File: src/verilog/bp_config.svh
// Branch predictor sizing
`ifndef BP_CONFIG_SVH
`define BP_CONFIG_SVH

// Index bits of the BTB, 64 entries.
`define BP_INDEX_WIDTH 6

// Tag bits kept per entry.
`define BP_TAG_WIDTH 6

// First fetch address after reset.
`define BP_RESET_PC 32'h0000_1000

`endif

File: src/verilog/bp_pkg.sv
// Branch predictor shared types

package bp_pkg;

    // One fetch bundle of two slots.
    typedef struct packed {
        logic        valid;
        logic [31:0] pc;
        logic [1:0]  pred_taken;
        logic [31:0] pred_target;
        logic        hit;
    } fetch_t;

    // Branch outcome from execute, with the prediction it carried.
    typedef struct packed {
        logic        valid;
        logic [31:0] pc;
        logic        taken;
        logic [31:0] target;
        logic        pred_taken;
        logic [31:0] pred_target;
    } resolve_t;

    // BTB write request.
    typedef struct packed {
        logic        we;
        logic [31:0] pc;
        logic [1:0]  taken_slots;
        logic [31:0] target;
    } btb_update_t;

    // Fetch redirect after a mispredict.
    typedef struct packed {
        logic        valid;
        logic [31:0] pc;
    } redirect_t;

endpackage

File: src/verilog/bp_frontend.sv
// Branch prediction front end
`timescale 1ns/100ps

module bp_frontend (
    input  logic             clk,
    input  logic             rst,
    input  logic             stall,
    input  bp_pkg::resolve_t resolve,
    output bp_pkg::fetch_t   fetch
);

    logic [31:0]         lookup_pc;
    logic [1:0]          pred_taken;
    logic [31:0]         pred_target;
    logic                hit;
    bp_pkg::btb_update_t update;
    bp_pkg::redirect_t   redirect;

    fetch_ctrl i_fetch_ctrl (
        .clk         (clk),
        .rst         (rst),
        .stall       (stall),
        .redirect    (redirect),
        .lookup_pc   (lookup_pc),
        .pred_taken  (pred_taken),
        .pred_target (pred_target),
        .hit         (hit),
        .fetch       (fetch)
    );

    btb i_btb (
        .clk         (clk),
        .rst         (rst),
        .lookup_pc   (lookup_pc),
        .pred_taken  (pred_taken),
        .pred_target (pred_target),
        .hit         (hit),
        .update      (update)
    );

    // Execute feedback.
    branch_check i_branch_check (
        .clk      (clk),
        .rst      (rst),
        .resolve  (resolve),
        .update   (update),
        .redirect (redirect)
    );

endmodule

File: src/verilog/branch_check.sv
// Branch mispredict check
`timescale 1ns/100ps

module branch_check (
    input  logic                clk,
    input  logic                rst,
    input  bp_pkg::resolve_t    resolve,
    output bp_pkg::btb_update_t update,
    output bp_pkg::redirect_t   redirect
);

    logic        dir_fail;
    logic        target_fail;
    logic        mispredict;
    logic [1:0]  slot_bits;
    logic [31:0] correct_pc;

    always_comb begin
        dir_fail    = resolve.taken != resolve.pred_taken;
        target_fail = resolve.taken && resolve.pred_taken &&
                      (resolve.target != resolve.pred_target);
        mispredict  = resolve.valid && (dir_fail || target_fail);

        // One-hot on the slot, empty when not taken.
        if (!resolve.taken) begin
            slot_bits = 2'b00;
        end else if (resolve.pc[2]) begin
            slot_bits = 2'b10;
        end else begin
            slot_bits = 2'b01;
        end

        // Fall through to the next slot.
        if (resolve.taken) begin
            correct_pc = resolve.target;
        end else begin
            correct_pc = resolve.pc + 32'd4;
        end
    end

    always_ff @(posedge clk) begin
        update.pc          <= resolve.pc;
        update.taken_slots <= slot_bits;
        update.target      <= resolve.target;
        redirect.pc        <= correct_pc;
        if (rst) begin
            update.we      <= 1'b0;
            redirect.valid <= 1'b0;
        end else begin
            update.we      <= mispredict;
            redirect.valid <= mispredict;
        end
    end

endmodule

File: src/verilog/btb.sv
// Direct-mapped branch target buffer
`timescale 1ns/100ps
`include "bp_config.svh"

module btb (
    input  logic                clk,
    input  logic                rst,
    input  logic [31:0]         lookup_pc,
    output logic [1:0]          pred_taken,
    output logic [31:0]         pred_target,
    output logic                hit,
    input  bp_pkg::btb_update_t update
);

    localparam int INDEX_W = `BP_INDEX_WIDTH;
    localparam int TAG_W   = `BP_TAG_WIDTH;
    localparam int ENTRIES = 1 << INDEX_W;

    // Bits 2..0 pick the byte in the bundle, index sits above them.
    localparam int INDEX_LO = 3;
    localparam int TAG_LO   = INDEX_LO + INDEX_W;

    logic [1:0]       taken_mem  [ENTRIES];
    logic [31:0]      target_mem [ENTRIES];
    logic [TAG_W-1:0] tag_mem    [ENTRIES];
    logic [ENTRIES-1:0] valid_q;

    logic [INDEX_W-1:0] rd_index;
    logic [TAG_W-1:0]   rd_tag;
    logic [INDEX_W-1:0] wr_index;
    logic [TAG_W-1:0]   wr_tag;
    logic [1:0]         entry_taken;

    assign rd_index = lookup_pc[TAG_LO-1:INDEX_LO];
    assign rd_tag   = lookup_pc[TAG_LO+TAG_W-1:TAG_LO];
    assign wr_index = update.pc[TAG_LO-1:INDEX_LO];
    assign wr_tag   = update.pc[TAG_LO+TAG_W-1:TAG_LO];

    // Lookup.
    always_comb begin
        entry_taken = taken_mem[rd_index];
        pred_target = target_mem[rd_index];
        hit         = valid_q[rd_index] && (tag_mem[rd_index] == rd_tag);
        // Slot 0 lies behind a fetch that enters at the upper slot.
        if (lookup_pc[2]) begin
            pred_taken = {entry_taken[1], 1'b0};
        end else begin
            pred_taken = entry_taken;
        end
    end

    always_ff @(posedge clk) begin
        if (rst) begin
            valid_q <= '0;
        end else if (update.we) begin
            valid_q[wr_index] <= 1'b1;
        end
    end

    // Table contents.
    always_ff @(posedge clk) begin
        if (update.we) begin
            taken_mem[wr_index]  <= update.taken_slots;
            target_mem[wr_index] <= update.target;
            tag_mem[wr_index]    <= wr_tag;
        end
    end

endmodule

File: src/verilog/fetch_ctrl.sv
// Fetch address control
`timescale 1ns/100ps
`include "bp_config.svh"

module fetch_ctrl (
    input  logic              clk,
    input  logic              rst,
    input  logic              stall,
    input  bp_pkg::redirect_t redirect,
    output logic [31:0]       lookup_pc,
    input  logic [1:0]        pred_taken,
    input  logic [31:0]       pred_target,
    input  logic              hit,
    output bp_pkg::fetch_t    fetch
);

    logic [31:0] pc_q;
    logic        valid_q;
    logic [31:0] seq_pc;
    logic        take_pred;
    logic [31:0] next_pc;

    assign lookup_pc = pc_q;

    // Next bundle, aligned down to 8 bytes.
    assign seq_pc    = {pc_q[31:3], 3'b000} + 32'd8;
    assign take_pred = hit && (|pred_taken);

    // Redirect, stall, prediction, sequential.
    always_comb begin
        if (redirect.valid) begin
            next_pc = redirect.pc;
        end else if (stall) begin
            next_pc = pc_q;
        end else if (take_pred) begin
            next_pc = pred_target;
        end else begin
            next_pc = seq_pc;
        end
    end

    always_ff @(posedge clk) begin
        if (rst) begin
            pc_q    <= `BP_RESET_PC;
            valid_q <= 1'b0;
        end else begin
            pc_q    <= next_pc;
            valid_q <= 1'b1;
        end
    end

    always_comb begin
        fetch.valid       = valid_q;
        fetch.pc          = pc_q;
        fetch.pred_taken  = pred_taken;
        fetch.pred_target = pred_target;
        fetch.hit         = hit;
    end

endmodule

File: config.mk
export PLATFORM = sky130hd
export DESIGN_NAME = bp_frontend
export DESIGN_NICKNAME = d
export VERILOG_FILES = /design/src/verilog/bp_pkg.sv /design/src/verilog/bp_frontend.sv /design/src/verilog/branch_check.sv /design/src/verilog/btb.sv /design/src/verilog/fetch_ctrl.sv
export VERILOG_INCLUDE_DIRS = /design/src /design/src/verilog
export SDC_FILE = /design/constraint.sdc
export NUM_CORES = 2
export LEC_CHECK = 0
export BUFFER_PORTS_ARGS = -buffer_cell sky130_fd_sc_hd__buf_2
export CAP_MARGIN = 20
export CELL_PAD_IN_SITES_DETAIL_PLACEMENT = 2
export CELL_PAD_IN_SITES_GLOBAL_PLACEMENT = 2
export CORE_MARGIN = 1.5
export CORE_UTILIZATION = 30
export DETAILED_ROUTE_END_ITERATION = 7
export PLACE_DENSITY_LB_ADDON = 0.1
export SYNTH_ARGS = -nofsm -noshare
export SYNTH_HDL_FRONTEND = slang
export SYNTH_SLANG_ARGS = --single-unit
File: constraint.sdc
create_clock -name clk -period 6.5 [get_ports clk]
set_input_delay 0 -clock clk [delete_from_list [all_inputs] [get_ports clk]]
set_output_delay 0 -clock clk [all_outputs]
set_load 0.02 [all_outputs]
==> flow_summary.json <==
{
  "yosysUniqueCellTypes": 69,
  "ir_worst_vdd_v": 0.0002066,
  "tightest_slew_ns": 1.209,
  "rsz0062_at_grt": "no",
  "grt_first_pass_wirelength_mm": 552.2,
  "clock_sinks": 2742,
  "synthArstFlopShare_pct": 0,
  "ys_ff_latch": 2742,
  "fin_skew_ns": 0.05623,
  "crit_required_ns": 7.31,
  "muxShareOfSynthArea_pct": 17.82,
  "routabilityCongestion": 0.7995,
  "worstSetupPathType": "reg2reg",
  "cap_violations": 0,
  "yosys_most_used_dff": "edfxtp_1",
  "ys_seq_area_share_pct": 76.66,
  "holdPathStages": 2,
  "path_max_fanout": 30,
  "post-route-period-util_pct": 88.77,
  "clk_latency_ns": 0.94,
  "root_buffer": "clkbuf_16",
  "grt_max_degree": 97,
  "min_path_type": "in2reg",
  "synth_top_family_by_area": "multiplexers",
  "drt_iter0_markers": 6229,
  "crit_family": "simple AND/OR/NAND/NOR gates",
  "core_um2": 348900,
  "antenna_found_initial": 37,
  "final_cell_mix": "2560 x edfxtp_1, 755 x mux4_2, 325 x clkbuf_16, 177 x buf_4, 168 x buf_2",
  "crit_slowest_cell": "or4_1",
  "vias_per_cell": 5.340,
  "syn_nets": 4842,
  "fillers": 33180,
  "hpwl_mm": 238.1,
  "p_leak_uw": 0.03803,
  "first_global_vias": 57700,
  "synthAdderAreaFrac_pct": 0.03574,
  "clkTransAtPathRegs_ns": 0.06,
  "grt_usage_pct": 23.25,
  "numPortBuffers": 169,
  "synth.avg_cell_area_um2": 22.17,
  "h-tree-depth": 5,
  "first_pass_iters": 7,
  "numCtsBuffers": 317,
  "crit_chain": "buf_4, nor2_1, a22oi_1, nand3_1, nand4_1, nor4_1, o211ai_1, or4_1, or2_1, o31ai_1, o32ai_1, dlygate4sd3_1",
  "synth-compound-area-share_pct": 1.555,
  "min_to": "i_branch_check.update[7]$_DFF_P_",
  "period_needed_ns": 5.770,
  "fin_ws_ns": 0.7298,
  "wl_per_cell_um": 40.59,
  "clock.fmax_ghz": 0.1733,
  "drcViolationCount": 0,
  "syn_to_final_growth_pct": 18.96,
  "hold_start": "resolve[40]",
  "max_slew_margin_pct": 19.19,
  "syn-cell-area_um2": 105000,
  "dpl_worst_slack_ns": 1.160,
  "critPathCaptureType": "register",
  "status": "complete, no violations",
  "cp-start-kind": "register",
  "cp_num_buf_inv": 2,
  "ff2ff_setup_slack_ns": 0.73,
  "nNetsFinal": 5454,
  "synth_warnings": 0,
  "setup_viol": 0,
  "slowest_delay_ns": 0.98,
  "die_h_um": 594.7,
  "drv_slew": 0,
  "p_per_area_nw_per_um2": 323.8,
  "cts_tree": "done",
  "hold_violations": 0,
  "ioPinCount": 170,
  "syn_inst": 4737,
  "die_w_um": 594.7,
  "overflow": 0,
  "drt-total-wl_mm": 415.0,
  "post_cts_buffers": 0,
  "layout_commonest_cell": "edfxtp_1",
  "die_area_um2": 353700,
  "synth-edff-count": 2560,
  "vias": 54590,
  "postRouteAntennaNets": 0,
  "worstPathArrival_ns": 6.58,
  "start_util_pct": 30.10,
  "rows": 217,
  "synth_xor_area_share_pct": 0.6004,
  "r2r_cells": 12,
  "cts_buffer_depth": 4,
  "tns_ns": 0,
  "yosys.area_share.simple_pct": 2.107,
  "layout-drive-gt1-share_pct": 30.62
}
==> power breakdown <==
| part | switching [uW] | internal [uW] |
|---|---|---|
| registers | 184 | 19400 |
| clock network | 7550 | 10100 |
| logic | 1880 | 1360 |
==> metal layers <==
layer	part of all wire [%]	global-route usage (%)	routed length, um
met5	0.0027	0	11
met4	3.0	6.446	12350
met3	4.7	2.813	19540
met2	49	38.75	203000
met1	43	32.07	180000
==> per-stage QoR <==
step | total power (uW) | instance area (um^2) | std cells | util [%] | hold slack (ns)
2_1_floorplan | 21790 | 105000 | 4737 | - | 0.02772
3_3_place_gp | 23110 | 112900 | 9456 | 32.36 | 0.1498
3_5_place_dp | 23140 | 113000 | 9463 | 32.40 | 0.1576
4_1_cts | 40910 | 124500 | 10180 | 35.68 | 0.01158
5_1_grt | 41640 | 124900 | 10210 | 35.81 | 0.01732
6_report | 40460 | 124900 | 10220 | 35.81 | 0.03556
==> cell type report <==
class	count	area (um^2)	area share, %
flip-flops and latches	2742	80570	64.49
well taps	4599	5754	4.605
clock inverters	140	1265	1.012
multi-input cells	1727	23730	18.99
clock buffers	435	8746	7.000
repair buffers	548	4785	3.829
diodes	18	45.04	0.03605
inverters	13	51.30	0.04106
==> timing repair <==
action / 4_1_cts / 5_1_grt
hold buffers: 145 / 0
endpoints found under the hold margin: 157 / 0
resized for setup: 0 / 0
setup endpoints to repair: 0 / 0
==> cells in the mapped netlist, types with 27 or more instances <==
| library cell | count | area, um^2 |
|---|---|---|
| edfxtp_1 | 2560 | 76870 |
| mux4_2 | 755 | 17000 |
| nor2_1 | 203 | 762.0 |
| dfxtp_1 | 182 | 3643 |
| mux2i_1 | 152 | 1521 |
| nand2_1 | 120 | 450.4 |
| buf_2 | 109 | 545.5 |
| clkbuf_1 | 83 | 311.6 |
| o21ai_0 | 51 | 255.2 |
| xnor2_1 | 47 | 411.6 |
| a22oi_1 | 46 | 345.3 |
| nand3_1 | 42 | 210.2 |
| buf_1 | 30 | 112.6 |
| buf_4 | 29 | 217.7 |
| a21oi_1 | 27 | 135.1 |
==> flip-flops by register name, summed over array words and instances (netlist names), named ones only <==
name and flops:
i_btb.tag_mem 384, i_fetch_ctrl.valid_q 1, i_fetch_ctrl.lookup_pc 32, i_btb.valid_q 64, i_btb.target_mem 2048, i_btb.taken_mem 128, i_branch_check.update 47, i_branch_check.redirect 32
==> worst max path at each step <==
stage	from	to	slack, ns	depth (start not counted)
final	register	register	0.73	12
after global routing	register	register	0.42	12
after CTS	register	register	0.67	11
after detailed placement	register	register	1.16	11
after global placement	register	i_fetch_ctrl.lookup_pc[12]$_SDFFE_PP1N_	1.24	10
after floorplan	i_branch_check.update[66]$_SDFF_PP0_	i_btb.tag_mem[40][0]$_DFFE_PP_	2.17	5
==> cells by family after synthesis <==
logic type,Yosys count
flip-flops,2742
XOR/XNOR,72
AO/OA/AOI/OAI,236
multiplexers,924
AND/OR/NAND/NOR,492
adder cells (fa/ha/maj),3
buffers and inverters,268
Power figures use the tool's default switching activity.
